==> src/design/mcu_irq_pkg.sv <==
//********************************************************************
// interrupt vector layout of the mini MCU
//********************************************************************

package mcu_irq_pkg;

  localparam int IRQ_WIDTH    = 32;
  localparam int IRQ_ID_WIDTH = 5;

  // standard machine interrupt positions
  localparam int IRQ_SOFTWARE = 3;
  localparam int IRQ_TIMER    = 7;
  localparam int IRQ_EXTERNAL = 11;

  // fast interrupts start here
  localparam int IRQ_FAST_BASE = 16;

  // always-on gpio k lands on vector bit 22+k
  localparam int FAST_GPIO_AO_BASE = 6;

endpackage

==> src/design/mcu_mem_map_pkg.sv <==
//********************************************************************
// memory map of the mini MCU peripheral regions
// region codes, register offsets and the bus address view
//********************************************************************

package mcu_mem_map_pkg;

  // region field values, upper half of the bus address
  localparam logic [15:0] REGION_AO_PERIPH = 16'h2000;
  localparam logic [15:0] REGION_PERIPH    = 16'h3000;

  // gpio register offsets, same in both banks
  localparam logic [15:0] OFS_GPIO_OUT     = 16'h0000;
  localparam logic [15:0] OFS_GPIO_OE      = 16'h0004;
  localparam logic [15:0] OFS_GPIO_IN      = 16'h0008;
  localparam logic [15:0] OFS_GPIO_INTR_EN = 16'h000C;

  // machine timer, always-on block only
  localparam logic [15:0] OFS_MTIME        = 16'h0010;
  localparam logic [15:0] OFS_MTIMECMP     = 16'h0014;

  // software interrupt, peripheral block only
  localparam logic [15:0] OFS_MSIP         = 16'h0010;

  // one bus address, either as a raw word or split by region
  typedef union packed {
    logic [31:0] raw;
    struct packed {
      logic [15:0] region;
      logic [15:0] offset;
    } fields;
  } mcu_addr_u;

endpackage

==> src/design/ao_peripheral_block.sv <==
//********************************************************************
// always-on block, low gpio bank with rising edge interrupts
// and the machine timer
//********************************************************************

`timescale 1ns/1ps

module ao_peripheral_block #(
  parameter int NUM_AO_GPIO = 8
) (
  input  logic                   clk_i,
  input  logic                   reset_i,
  input  logic                   req_i,
  input  logic                   we_i,
  input  logic [15:0]            offset_i,
  input  logic [31:0]            wdata_i,
  input  logic [NUM_AO_GPIO-1:0] gpio_i,
  output logic [31:0]            rdata_o,
  output logic [NUM_AO_GPIO-1:0] gpio_o,
  output logic [NUM_AO_GPIO-1:0] gpio_oe_o,
  output logic [NUM_AO_GPIO-1:0] gpio_intr_o,
  output logic                   timer_intr_o
);

  logic [NUM_AO_GPIO-1:0] gpio_out_q;
  logic [NUM_AO_GPIO-1:0] gpio_oe_q;
  logic [NUM_AO_GPIO-1:0] intr_en_q;
  logic [NUM_AO_GPIO-1:0] gpio_in_q;
  logic [NUM_AO_GPIO-1:0] gpio_prev_q;
  logic [NUM_AO_GPIO-1:0] gpio_intr_q;
  logic [31:0]            mtime_q;
  logic [31:0]            mtimecmp_q;
  logic                   wr_en;

  assign wr_en = req_i && we_i;

  always_ff @(posedge clk_i) begin
    if (reset_i) begin
      gpio_out_q <= '0;
      gpio_oe_q  <= '0;
      intr_en_q  <= '0;
      mtime_q    <= '0;
      mtimecmp_q <= '1;
    end else begin
      // mtime keeps counting unless software loads it
      mtime_q <= mtime_q + 32'd1;
      if (wr_en) begin
        case (offset_i)
          mcu_mem_map_pkg::OFS_GPIO_OUT:     gpio_out_q <= wdata_i[NUM_AO_GPIO-1:0];
          mcu_mem_map_pkg::OFS_GPIO_OE:      gpio_oe_q  <= wdata_i[NUM_AO_GPIO-1:0];
          mcu_mem_map_pkg::OFS_GPIO_INTR_EN: intr_en_q  <= wdata_i[NUM_AO_GPIO-1:0];
          mcu_mem_map_pkg::OFS_MTIME:        mtime_q    <= wdata_i;
          mcu_mem_map_pkg::OFS_MTIMECMP:     mtimecmp_q <= wdata_i;
          default: ;
        endcase
      end
    end
  end

  // input sampling and edge detect, pin to pulse in two cycles
  always_ff @(posedge clk_i) begin
    if (reset_i) begin
      gpio_in_q   <= '0;
      gpio_prev_q <= '0;
      gpio_intr_q <= '0;
    end else begin
      gpio_in_q   <= gpio_i;
      gpio_prev_q <= gpio_in_q;
      gpio_intr_q <= gpio_in_q & ~gpio_prev_q & intr_en_q;
    end
  end

  always_comb begin
    case (offset_i)
      mcu_mem_map_pkg::OFS_GPIO_OUT:     rdata_o = 32'(gpio_out_q);
      mcu_mem_map_pkg::OFS_GPIO_OE:      rdata_o = 32'(gpio_oe_q);
      mcu_mem_map_pkg::OFS_GPIO_IN:      rdata_o = 32'(gpio_in_q);
      mcu_mem_map_pkg::OFS_GPIO_INTR_EN: rdata_o = 32'(intr_en_q);
      mcu_mem_map_pkg::OFS_MTIME:        rdata_o = mtime_q;
      mcu_mem_map_pkg::OFS_MTIMECMP:     rdata_o = mtimecmp_q;
      default:                           rdata_o = '0;
    endcase
  end

  assign gpio_o       = gpio_out_q;
  assign gpio_oe_o    = gpio_oe_q;
  assign gpio_intr_o  = gpio_intr_q;
  // level, stays up until mtimecmp is moved past mtime
  assign timer_intr_o = (mtime_q >= mtimecmp_q);

  mtime_counts: assert property (@(posedge clk_i) disable iff (reset_i)
    !(wr_en && offset_i == mcu_mem_map_pkg::OFS_MTIME) |=>
    (mtime_q == $past(mtime_q) + 32'd1))
    else $error("mtime did not advance by one without a write");

endmodule

==> src/design/irq_assembler.sv <==
//********************************************************************
// interrupt assembler, latches the fast gpio pulses and builds
// the interrupt vector with acknowledge by id
//********************************************************************

`timescale 1ns/1ps

module irq_assembler #(
  parameter int NUM_AO_GPIO = 8
) (
  input  logic                                 clk_i,
  input  logic                                 reset_i,
  input  logic [NUM_AO_GPIO-1:0]               gpio_ao_intr_i,
  input  logic                                 timer_intr_i,
  input  logic                                 ext_intr_i,
  input  logic                                 msip_i,
  input  logic                                 irq_ack_i,
  input  logic [mcu_irq_pkg::IRQ_ID_WIDTH-1:0] irq_id_i,
  output logic [mcu_irq_pkg::IRQ_WIDTH-1:0]    intr_o
);

  // vector index of always-on gpio 0
  localparam int GPIO_VEC_BASE = mcu_irq_pkg::IRQ_FAST_BASE + mcu_irq_pkg::FAST_GPIO_AO_BASE;

  logic [NUM_AO_GPIO-1:0] pending_q;

  // a new pulse beats an acknowledge in the same cycle
  always_ff @(posedge clk_i) begin
    if (reset_i) begin
      pending_q <= '0;
    end else begin
      for (int k = 0; k < NUM_AO_GPIO; k++) begin
        if (gpio_ao_intr_i[k]) begin
          pending_q[k] <= 1'b1;
        end else if (irq_ack_i && int'(irq_id_i) == GPIO_VEC_BASE + k) begin
          pending_q[k] <= 1'b0;
        end
      end
    end
  end

  always_comb begin
    intr_o = '0;
    intr_o[mcu_irq_pkg::IRQ_SOFTWARE] = msip_i;
    intr_o[mcu_irq_pkg::IRQ_TIMER]    = timer_intr_i;
    intr_o[mcu_irq_pkg::IRQ_EXTERNAL] = ext_intr_i;
    intr_o[GPIO_VEC_BASE +: NUM_AO_GPIO] = pending_q;
  end

  for (genvar k = 0; k < NUM_AO_GPIO; k++) begin : g_pend_chk
    pend_after_pulse: assert property (@(posedge clk_i) disable iff (reset_i)
      $rose(pending_q[k]) |-> $past(gpio_ao_intr_i[k]))
      else $error("fast pending bit %0d set without a gpio pulse", k);
  end

endmodule

==> src/design/mcu_bus_decoder.sv <==
//********************************************************************
// register bus decoder that routes requests to the always-on or
// peripheral region and returns registered read data with rvalid
//********************************************************************

`timescale 1ns/1ps

module mcu_bus_decoder (
  input  logic        clk_i,
  input  logic        reset_i,
  input  logic        bus_req_i,
  input  logic        bus_we_i,
  input  logic [31:0] bus_addr_i,
  input  logic [31:0] bus_wdata_i,
  input  logic [31:0] ao_rdata_i,
  input  logic [31:0] periph_rdata_i,
  output logic        bus_rvalid_o,
  output logic [31:0] bus_rdata_o,
  output logic        ao_req_o,
  output logic        periph_req_o,
  output logic        we_o,
  output logic [15:0] offset_o,
  output logic [31:0] wdata_o
);

  mcu_mem_map_pkg::mcu_addr_u bus_addr;

  assign bus_addr.raw = bus_addr_i;

  // region select
  assign ao_req_o     = bus_req_i &&
                        (bus_addr.fields.region == mcu_mem_map_pkg::REGION_AO_PERIPH);
  assign periph_req_o = bus_req_i &&
                        (bus_addr.fields.region == mcu_mem_map_pkg::REGION_PERIPH);

  assign we_o     = bus_we_i;
  assign offset_o = bus_addr.fields.offset;
  assign wdata_o  = bus_wdata_i;

  // every request is answered on the next cycle
  always_ff @(posedge clk_i) begin
    if (reset_i) begin
      bus_rvalid_o <= 1'b0;
    end else begin
      bus_rvalid_o <= bus_req_i;
    end
  end

  // writes and unmapped reads return zero
  always_ff @(posedge clk_i) begin
    if (!bus_req_i || bus_we_i) begin
      bus_rdata_o <= '0;
    end else if (ao_req_o) begin
      bus_rdata_o <= ao_rdata_i;
    end else if (periph_req_o) begin
      bus_rdata_o <= periph_rdata_i;
    end else begin
      bus_rdata_o <= '0;
    end
  end

  rvalid_follows_req: assert property (@(posedge clk_i) disable iff (reset_i)
    !$past(reset_i) |-> (bus_rvalid_o == $past(bus_req_i)))
    else $error("rvalid does not match the request of the previous cycle");

endmodule

==> src/design/mini_mcu_top.sv <==
//********************************************************************
// mini MCU top level, bus decoder, both peripheral blocks and
// the interrupt assembler joined to the pins
//********************************************************************

`timescale 1ns/1ps

module mini_mcu_top #(
  parameter int NUM_AO_GPIO = 8,
  parameter int NUM_GPIO    = 24
) (
  input  logic                                 clk_i,
  input  logic                                 reset_i,
  input  logic                                 bus_req_i,
  input  logic                                 bus_we_i,
  input  logic [31:0]                          bus_addr_i,
  input  logic [31:0]                          bus_wdata_i,
  output logic                                 bus_rvalid_o,
  output logic [31:0]                          bus_rdata_o,
  input  logic [NUM_AO_GPIO+NUM_GPIO-1:0]      gpio_i,
  output logic [NUM_AO_GPIO+NUM_GPIO-1:0]      gpio_o,
  output logic [NUM_AO_GPIO+NUM_GPIO-1:0]      gpio_oe_o,
  input  logic                                 irq_ack_i,
  input  logic [mcu_irq_pkg::IRQ_ID_WIDTH-1:0] irq_id_i,
  output logic [mcu_irq_pkg::IRQ_WIDTH-1:0]    intr_o
);

  localparam int NUM_PINS = NUM_AO_GPIO + NUM_GPIO;

  logic                   ao_req;
  logic                   periph_req;
  logic                   we;
  logic [15:0]            offset;
  logic [31:0]            wdata;
  logic [31:0]            ao_rdata;
  logic [31:0]            periph_rdata;
  logic [NUM_AO_GPIO-1:0] gpio_ao_intr;
  logic                   timer_intr;
  logic                   ext_intr;
  logic                   msip;

  mcu_bus_decoder u_bus_decoder (
    .clk_i          (clk_i),
    .reset_i        (reset_i),
    .bus_req_i      (bus_req_i),
    .bus_we_i       (bus_we_i),
    .bus_addr_i     (bus_addr_i),
    .bus_wdata_i    (bus_wdata_i),
    .ao_rdata_i     (ao_rdata),
    .periph_rdata_i (periph_rdata),
    .bus_rvalid_o   (bus_rvalid_o),
    .bus_rdata_o    (bus_rdata_o),
    .ao_req_o       (ao_req),
    .periph_req_o   (periph_req),
    .we_o           (we),
    .offset_o       (offset),
    .wdata_o        (wdata)
  );

  // low pins belong to the always-on bank
  ao_peripheral_block #(
    .NUM_AO_GPIO (NUM_AO_GPIO)
  ) u_ao_peripheral_block (
    .clk_i        (clk_i),
    .reset_i      (reset_i),
    .req_i        (ao_req),
    .we_i         (we),
    .offset_i     (offset),
    .wdata_i      (wdata),
    .gpio_i       (gpio_i[NUM_AO_GPIO-1:0]),
    .rdata_o      (ao_rdata),
    .gpio_o       (gpio_o[NUM_AO_GPIO-1:0]),
    .gpio_oe_o    (gpio_oe_o[NUM_AO_GPIO-1:0]),
    .gpio_intr_o  (gpio_ao_intr),
    .timer_intr_o (timer_intr)
  );

  // the rest go to the peripheral bank
  peripheral_block #(
    .NUM_GPIO (NUM_GPIO)
  ) u_peripheral_block (
    .clk_i      (clk_i),
    .reset_i    (reset_i),
    .req_i      (periph_req),
    .we_i       (we),
    .offset_i   (offset),
    .wdata_i    (wdata),
    .gpio_i     (gpio_i[NUM_PINS-1:NUM_AO_GPIO]),
    .rdata_o    (periph_rdata),
    .gpio_o     (gpio_o[NUM_PINS-1:NUM_AO_GPIO]),
    .gpio_oe_o  (gpio_oe_o[NUM_PINS-1:NUM_AO_GPIO]),
    .ext_intr_o (ext_intr),
    .msip_o     (msip)
  );

  irq_assembler #(
    .NUM_AO_GPIO (NUM_AO_GPIO)
  ) u_irq_assembler (
    .clk_i          (clk_i),
    .reset_i        (reset_i),
    .gpio_ao_intr_i (gpio_ao_intr),
    .timer_intr_i   (timer_intr),
    .ext_intr_i     (ext_intr),
    .msip_i         (msip),
    .irq_ack_i      (irq_ack_i),
    .irq_id_i       (irq_id_i),
    .intr_o         (intr_o)
  );

endmodule

==> src/design/peripheral_block.sv <==
//********************************************************************
// peripheral block, high gpio bank, external level interrupt
// and the software interrupt register
//********************************************************************

`timescale 1ns/1ps

module peripheral_block #(
  parameter int NUM_GPIO = 24
) (
  input  logic                clk_i,
  input  logic                reset_i,
  input  logic                req_i,
  input  logic                we_i,
  input  logic [15:0]         offset_i,
  input  logic [31:0]         wdata_i,
  input  logic [NUM_GPIO-1:0] gpio_i,
  output logic [31:0]         rdata_o,
  output logic [NUM_GPIO-1:0] gpio_o,
  output logic [NUM_GPIO-1:0] gpio_oe_o,
  output logic                ext_intr_o,
  output logic                msip_o
);

  logic [NUM_GPIO-1:0] gpio_out_q;
  logic [NUM_GPIO-1:0] gpio_oe_q;
  logic [NUM_GPIO-1:0] intr_en_q;
  logic [NUM_GPIO-1:0] gpio_in_q;
  logic                msip_q;

  always_ff @(posedge clk_i) begin
    if (reset_i) begin
      gpio_out_q <= '0;
      gpio_oe_q  <= '0;
      intr_en_q  <= '0;
      gpio_in_q  <= '0;
      msip_q     <= 1'b0;
    end else begin
      gpio_in_q <= gpio_i;
      if (req_i && we_i) begin
        case (offset_i)
          mcu_mem_map_pkg::OFS_GPIO_OUT:     gpio_out_q <= wdata_i[NUM_GPIO-1:0];
          mcu_mem_map_pkg::OFS_GPIO_OE:      gpio_oe_q  <= wdata_i[NUM_GPIO-1:0];
          mcu_mem_map_pkg::OFS_GPIO_INTR_EN: intr_en_q  <= wdata_i[NUM_GPIO-1:0];
          mcu_mem_map_pkg::OFS_MSIP:         msip_q     <= wdata_i[0];
          default: ;
        endcase
      end
    end
  end

  always_comb begin
    case (offset_i)
      mcu_mem_map_pkg::OFS_GPIO_OUT:     rdata_o = 32'(gpio_out_q);
      mcu_mem_map_pkg::OFS_GPIO_OE:      rdata_o = 32'(gpio_oe_q);
      mcu_mem_map_pkg::OFS_GPIO_IN:      rdata_o = 32'(gpio_in_q);
      mcu_mem_map_pkg::OFS_GPIO_INTR_EN: rdata_o = 32'(intr_en_q);
      mcu_mem_map_pkg::OFS_MSIP:         rdata_o = 32'(msip_q);
      default:                           rdata_o = '0;
    endcase
  end

  assign gpio_o    = gpio_out_q;
  assign gpio_oe_o = gpio_oe_q;
  // any enabled pin that is high
  assign ext_intr_o = |(gpio_in_q & intr_en_q);
  assign msip_o     = msip_q;

endmodule

==> config.mk <==
export PLATFORM = sky130hd
export DESIGN_NAME = mini_mcu_top
export DESIGN_NICKNAME = d
export VERILOG_FILES = /design/src/design/mcu_irq_pkg.sv /design/src/design/mcu_mem_map_pkg.sv /design/src/design/ao_peripheral_block.sv /design/src/design/irq_assembler.sv /design/src/design/mcu_bus_decoder.sv /design/src/design/mini_mcu_top.sv /design/src/design/peripheral_block.sv
export SDC_FILE = /design/constraint.sdc
export NUM_CORES = 1
export LEC_CHECK = 0
export ABC_AREA = 0
export BUFFER_PORTS_ARGS = -buffer_cell sky130_fd_sc_hd__buf_2
export CORE_ASPECT_RATIO = 0.5
export CORE_MARGIN = 5
export CORE_UTILIZATION = 40
export DETAILED_ROUTE_END_ITERATION = 16
export GPL_TIMING_DRIVEN = 0
export PLACE_DENSITY = 0.61
export SYNTH_ARGS = -nofsm -noshare
export SYNTH_HDL_FRONTEND = slang
export SYNTH_SLANG_ARGS = --single-unit
==> constraint.sdc <==
create_clock -name clk_i -period 3.8 [get_ports clk_i]
set_clock_uncertainty 0.05 [all_clocks]
set_input_delay 0.76 -clock clk_i [delete_from_list [all_inputs] [get_ports clk_i]]
set_output_delay 0.76 -clock clk_i [all_outputs]
set_load 0.02 [all_outputs]
# Word level (Yosys, flattened, before mapping)

Index checks and enable logic that the tools add are counted.

Bits in registers: 250
Bits of input ports: 106
Output and inout bits: 129

Add/subtract/negate cells: 1
$lt $le $gt $ge: 1
Equal/unequal tests: 15
Mux-type cells: 22
Bitwise operators: 4
Reduce and logical (&&, ||, !) cells: 32

Operator list:

| operator                                        | number |
|---|---|
| case mux 32 bit (6 select lines)                | 1 |
| two-way mux 32 bit                              | 4 |
| case mux 24 bit (5 select lines)                | 1 |
| adder 32 x 1 -> 32 bit, second input constant   | 1 |
| == test 16 x 14 -> 1 bit, second input constant | 2 |
| == test 16 x 4 -> 1 bit, second input constant  | 2 |
| == test 16 x 5 -> 1 bit, second input constant  | 2 |
| >= comparator 32 bit                            | 1 |
| bitwise AND 24 bit                              | 1 |
| OR reduction 24 bit                             | 1 |
| == test 5 x 4 -> 1 bit, second input constant   | 4 |
| bitwise AND 8 bit                               | 2 |
| == test 16 x 3 -> 1 bit, second input constant  | 1 |
| zero test 16 bit                                | 1 |
| two-way mux 1 bit                               | 16 |
| AND reduction 2 bit                             | 8 |
| nonzero test 2 bit                              | 8 |
| logical AND 1 bit                               | 12 |
| == test 5 x 3 -> 1 bit, second input constant   | 2 |
| == test 5 bit, second input constant            | 2 |
| NOT 8 bit                                       | 1 |
| zero test 1 bit                                 | 1 |
| logical OR 1 bit                                | 1 |

# Depth between registers and ports, before layout

Word-level depth: 4
Mapped depth: 9
Mapped depth without buffers: 8

# Modules after synthesis

Synthesis repeated with hierarchy kept, for this count alone.

Cells, all modules: 1373
Area total of the unflattened synthesis: 12993.7 um^2

By module, submodules not included:

| module              | times used | cells an instance | area each (um^2) |
|---|---|---|---|
| ao_peripheral_block | 1          | 643               | 5973.2 |
| peripheral_block    | 1          | 498               | 4588.2 |
| mcu_bus_decoder     | 1          | 171               | 1889.3 |
| irq_assembler       | 1          | 61                | 543.0 |

# Least setup slack after synthesis

Ideal clock, no wire load.

Kind: input-to-reg
Start: input bus_addr_i[9]
End: register u_peripheral_block.gpio_out_q[12] (netlist: u_peripheral_block.gpio_o[12])
Setup time: 143 ps
Arrival: 2529 ps
Data required time: 3607 ps
Slack: 1078 ps
Cell stages on the path: 9
Buffers on the path: 3
Cell sequence: nor4_4 -> nand4_4 -> or3_1 -> buf_6 -> or3_1 -> buf_2 -> buf_6 -> nand2_2 -> a21oi_2

Cells in the longest elaborated chain, start to end: 2

Ends and longest elaborated chain:

| item                          | line                   | RTL |
|---|---|---|
| start: declaration            | mini_mcu_top.sv:16     | `input logic [31:0] bus_addr_i,` |
| zero test 16 bit              | peripheral_block.sv:41 | `case (offset_i)` |
| AND reduction 2 bit (no line) | n/a                    |  |
| end signal: assignment        | peripheral_block.sv:42 | `mcu_mem_map_pkg::OFS_GPIO_OUT: gpio_out_q <= wdata_i[NUM_GPIO-1:0];` |
| end: declaration              | peripheral_block.sv:25 | `logic [NUM_GPIO-1:0] gpio_out_q;` |

Every way passes these cells.
A chain may end at the register's enable or synchronous reset.

# Worst setup path in the final report

Start: register u_ao_peripheral_block.mtimecmp_q[5]
End: output intr_o[7] (netlist bit)

Cells in the longest elaborated chain, start to end: 1

Ends and longest elaborated chain:

| item                     | line                      | RTL |
|---|---|---|
| start: declaration       | ao_peripheral_block.sv:32 | `logic [31:0] mtimecmp_q;` |
| start signal: assignment | ao_peripheral_block.sv:53 | `mcu_mem_map_pkg::OFS_MTIMECMP: mtimecmp_q <= wdata_i;` |
| >= comparator 32 bit     | ao_peripheral_block.sv:89 | `assign timer_intr_o = (mtime_q >= mtimecmp_q);` |
| end: declaration         | mini_mcu_top.sv:25        | `output logic [mcu_irq_pkg::IRQ_WIDTH-1:0] intr_o` |

Every way passes these cells.

==> results.py <==
metrics = {
    "finish": {
        "finalNonFillerCells": 1947,
        "fillers": 2736,
        "mostFrequentLayoutCell": "dfxtp_1",
        "area_growth_pct": 21.08,
        "ff_latch_area_mm2": 0.005007,
        "nNetsFinal": 1678,
        "mostFrequentLayoutCells": "248 x dfxtp_1, 225 x buf_2, 156 x nand2_1, 108 x nor2_1, 80 x mux2i_1",
        "drive_gt1_frac": 0.2375,
        "multi_input_area_mm2": 0.005984,
    },
    "logic_synthesis": {
        "synth_flop_cell": "dfxtp_1",
        "synthDistinctLibCells": 53,
        "ys_seq_elements": 250,
        "synth-simple-area-share": 0.2053,
        "synth_cells": 1289,
        "synth-edff-count": 0,
        "synth_top_family_by_area": "simple AND/OR/NAND/NOR gates",
        "synth-xor-area-share": 0.02263,
        "syn-cell-area_mm2": 0.01161,
        "ys_warn_count": 0,
        "avgSynthCellArea_um2": 9.009,
        "async_reset_ff_frac": 0,
        "synth_mux_area_frac": 0.09999,
        "synth_compound_area_frac": 0.1442,
        "ys_seq_area_frac": 0.4310,
        "synthAdderAreaFrac": 0.03556,
    },
    "die": {
        "io_pins": 235,
        "die_h_um": 130.5,
        "num_rows": 44,
        "start_util": 0.4033,
        "die_x_um": 251.0,
        "die-area_mm2": 0.03275,
        "fp.coreArea_mm2": 0.02879,
    },
    "clocking": {
        "cts_made_buffers": 24,
        "clk_pin_slew_ns": 0.07,
        "cts-root-buf": "clkbuf_16",
        "htreeDepth": 1,
        "insertion_delay_ns": 0.53,
        "cts_sinks": 250,
        "cts_tree": "yes",
        "cts_buffer_depth": 3,
        "hold_buffers": 0,
    },
    "detailed_routing": {
        "routed_wl_um": 39340,
        "first_pass_iters": 5,
        "post_drt_wl_per_cell_um": 20.20,
        "drt_iter0_drc": 934,
        "ant_nets": 0,
        "route.detailed.drc": 0,
        "avgViaCountPerCell": 5.326,
        "num_vias": 10370,
    },
    "flow_run": {
        "maxCapViolations": 0,
    },
    "sta": {
        "setup_viol": 0,
        "maxSlewHeadroom": 0.3587,
        "post-route-period-util": 0.9661,
        "setup_tns_ns": 0,
        "whs_ns": 0.3828,
        "period_needed_ns": 3.671,
        "slew_viol_final": 0,
        "hold_violations": 0,
        "fmax_mhz": 272.4,
        "worst_slack_ns": 0.1289,
        "worst_pin_slew_ns": 0.9619,
    },
    "setup_path": {
        "reg2reg_from": "u_ao_peripheral_block.mtime_q[1]$_SDFF_PP0_",
        "reg2reg_depth": 6,
        "end_kind": "primary output",
        "crit_arrival_ns": 2.86,
        "cp_data_required_time_ns": 2.99,
        "start_kind": "flop",
        "crit_fanout": 3,
        "worstSetupPathType": "flop to primary output",
        "critPathLaunch": "u_ao_peripheral_block.mtimecmp_q[5]$_SDFFE_PP1P_",
    },
    "grt": {
        "track_usage": 0.2294,
        "grt_max_degree": 16,
        "grt_pass1_vias": 9996,
        "grt_antenna_before_repair": 2,
        "grt_pass1_wl_um": 58820,
        "grt-ovfl-total": 0,
    },
    "placement": {
        "place.gp.congestion": 0.9241,
        "numPortBuffers": 204,
        "dp_cells": 1904,
        "pre_cts_slack_ns": 0.2739,
        "hpwl_um": 30390,
    },
    "pwr": {
        "p_leak_nw": 6.139,
        "power_per_cell_area_mw_per_mm2": 396.0,
        "vdd_drop_max_mv": 0.2786,
    },
    "run_status": {
        "status": "completed",
    },
    "worst_hold_path": {
        "hold_depth": 2,
        "hold_class": "input port to flop",
        "hold_start": "reset_i",
    },
}
[logic make-up after synthesis]
group                      after synthesis
muxes                                  104
adders and majority gates               33
buffers and inverters                  152
other                                    1
AOI/OAI and AO/OA                      248
and+or+nand+nor                        471
xor gates and xnor gates                30
DFF                                    250
[cell usage after synthesis, drive strengths merged, types with 19 or more instances]
cell type	number	area (um^2)
xor2	23	201.4
buf	53	337.8
ha	33	412.9
clkbuf	58	217.7
mux2i	80	800.8
nor2	108	405.4
a211oi	35	262.8
and2	36	225.2
a22oi	24	180.2
o21ai	19	95.09
inv	41	153.9
dfxtp	250	5005
nor2b	42	262.8
nand4	20	140.1
a211o	32	280.3
o22ai	24	150.1
nand2	176	710.7
nand3	20	100.1
a21oi	96	555.5
[power breakdown]
group          switching [mW]  internal, mW  total, mW
Clock                    1.04          1.53       2.58
Combinational           0.202         0.121      0.323
Sequential             0.0215          2.64       2.67
[registers in the layout, indices dropped and copies added (netlist names), 8 cells and up]
register and flops:
u_ao_peripheral_block.gpio_in_q 8, u_ao_peripheral_block.gpio_intr_o 8, u_ao_peripheral_block.gpio_o 8, u_ao_peripheral_block.gpio_oe_o 8
u_ao_peripheral_block.gpio_prev_q 8, u_ao_peripheral_block.intr_en_q 8, u_ao_peripheral_block.mtime_q 32, u_ao_peripheral_block.mtimecmp_q 32
u_bus_decoder.bus_rdata_o 32, u_irq_assembler.pending_q 8, u_peripheral_block.gpio_in_q 24, u_peripheral_block.gpio_o 24
u_peripheral_block.gpio_oe_o 24, u_peripheral_block.intr_en_q 24
[final cells by class]
| class | count | area share |
|---|---|---|
| tap | 391 | 0.03480 |
| antenna | 2 | 0.0003560 |
| clock inverter | 7 | 0.008098 |
| clock buffer | 34 | 0.05188 |
| inverter | 41 | 0.01095 |
| timing repair buffer | 204 | 0.07262 |
| multi-input combinational | 907 | 0.4256 |
| sequential | 250 | 0.3561 |
| buffer | 111 | 0.03951 |
[metal layers]
| metal | share of wire | wire (um) | global-route usage | up-vias |
|---|---|---|---|---|
| met1 | 0.45 | 17540 | 0.3127 | 5005 |
| met5 | 0 | 0 | 0 | - |
| met4 | 0.028 | 1121 | 0.06316 | 0 |
| met3 | 0.076 | 2972 | 0.05419 | 59 |
| met2 | 0.45 | 17710 | 0.3701 | 367 |
| li1 | - | - | - | 4939 |
[worst paths after layout]
check                                                                        to  slack, ns
worst min-delay path            u_ao_peripheral_block.gpio_prev_q[0]$_SDFF_PP0_       0.38
worst max-delay path                                                  intr_o[7]       0.13
worst max register to register     u_ao_peripheral_block.mtime_q[28]$_SDFF_PP0_       1.41
worst min register to register        u_irq_assembler.pending_q[5]$_SDFFE_PP0P_       0.39
[critical path: stages, from the launching register on]
cell	delay [ns]
dfxtp_1	0.35
inv_1	0.05
ha_1	0.30
a21o_1	0.18
a211oi_1	0.22
o21ai_1	0.11
o21ai_2	0.27
a2111oi_1	0.14
or4_1	0.42
buf_4	0.14
buf_2	0.15
[metrics by stage]
stage / area (um^2) / utilization / power (mW)
floorplan: 11690 / - / 2.893
global placement: 13200 / 0.4584 / 3.041
detailed placement: 13200 / 0.4584 / 3.044
CTS: 14050 / 0.4878 / 5.591
global route: 14060 / 0.4883 / 5.732
finish: 14060 / 0.4883 / 5.568
[what timing repair did]
item                       4_1_cts  5_1_grt
pin swaps                        0        1
setup buffers                    0        0
resized for setup                3        5
setup endpoints to repair        1        1
(Power assumes the default switching activity.)
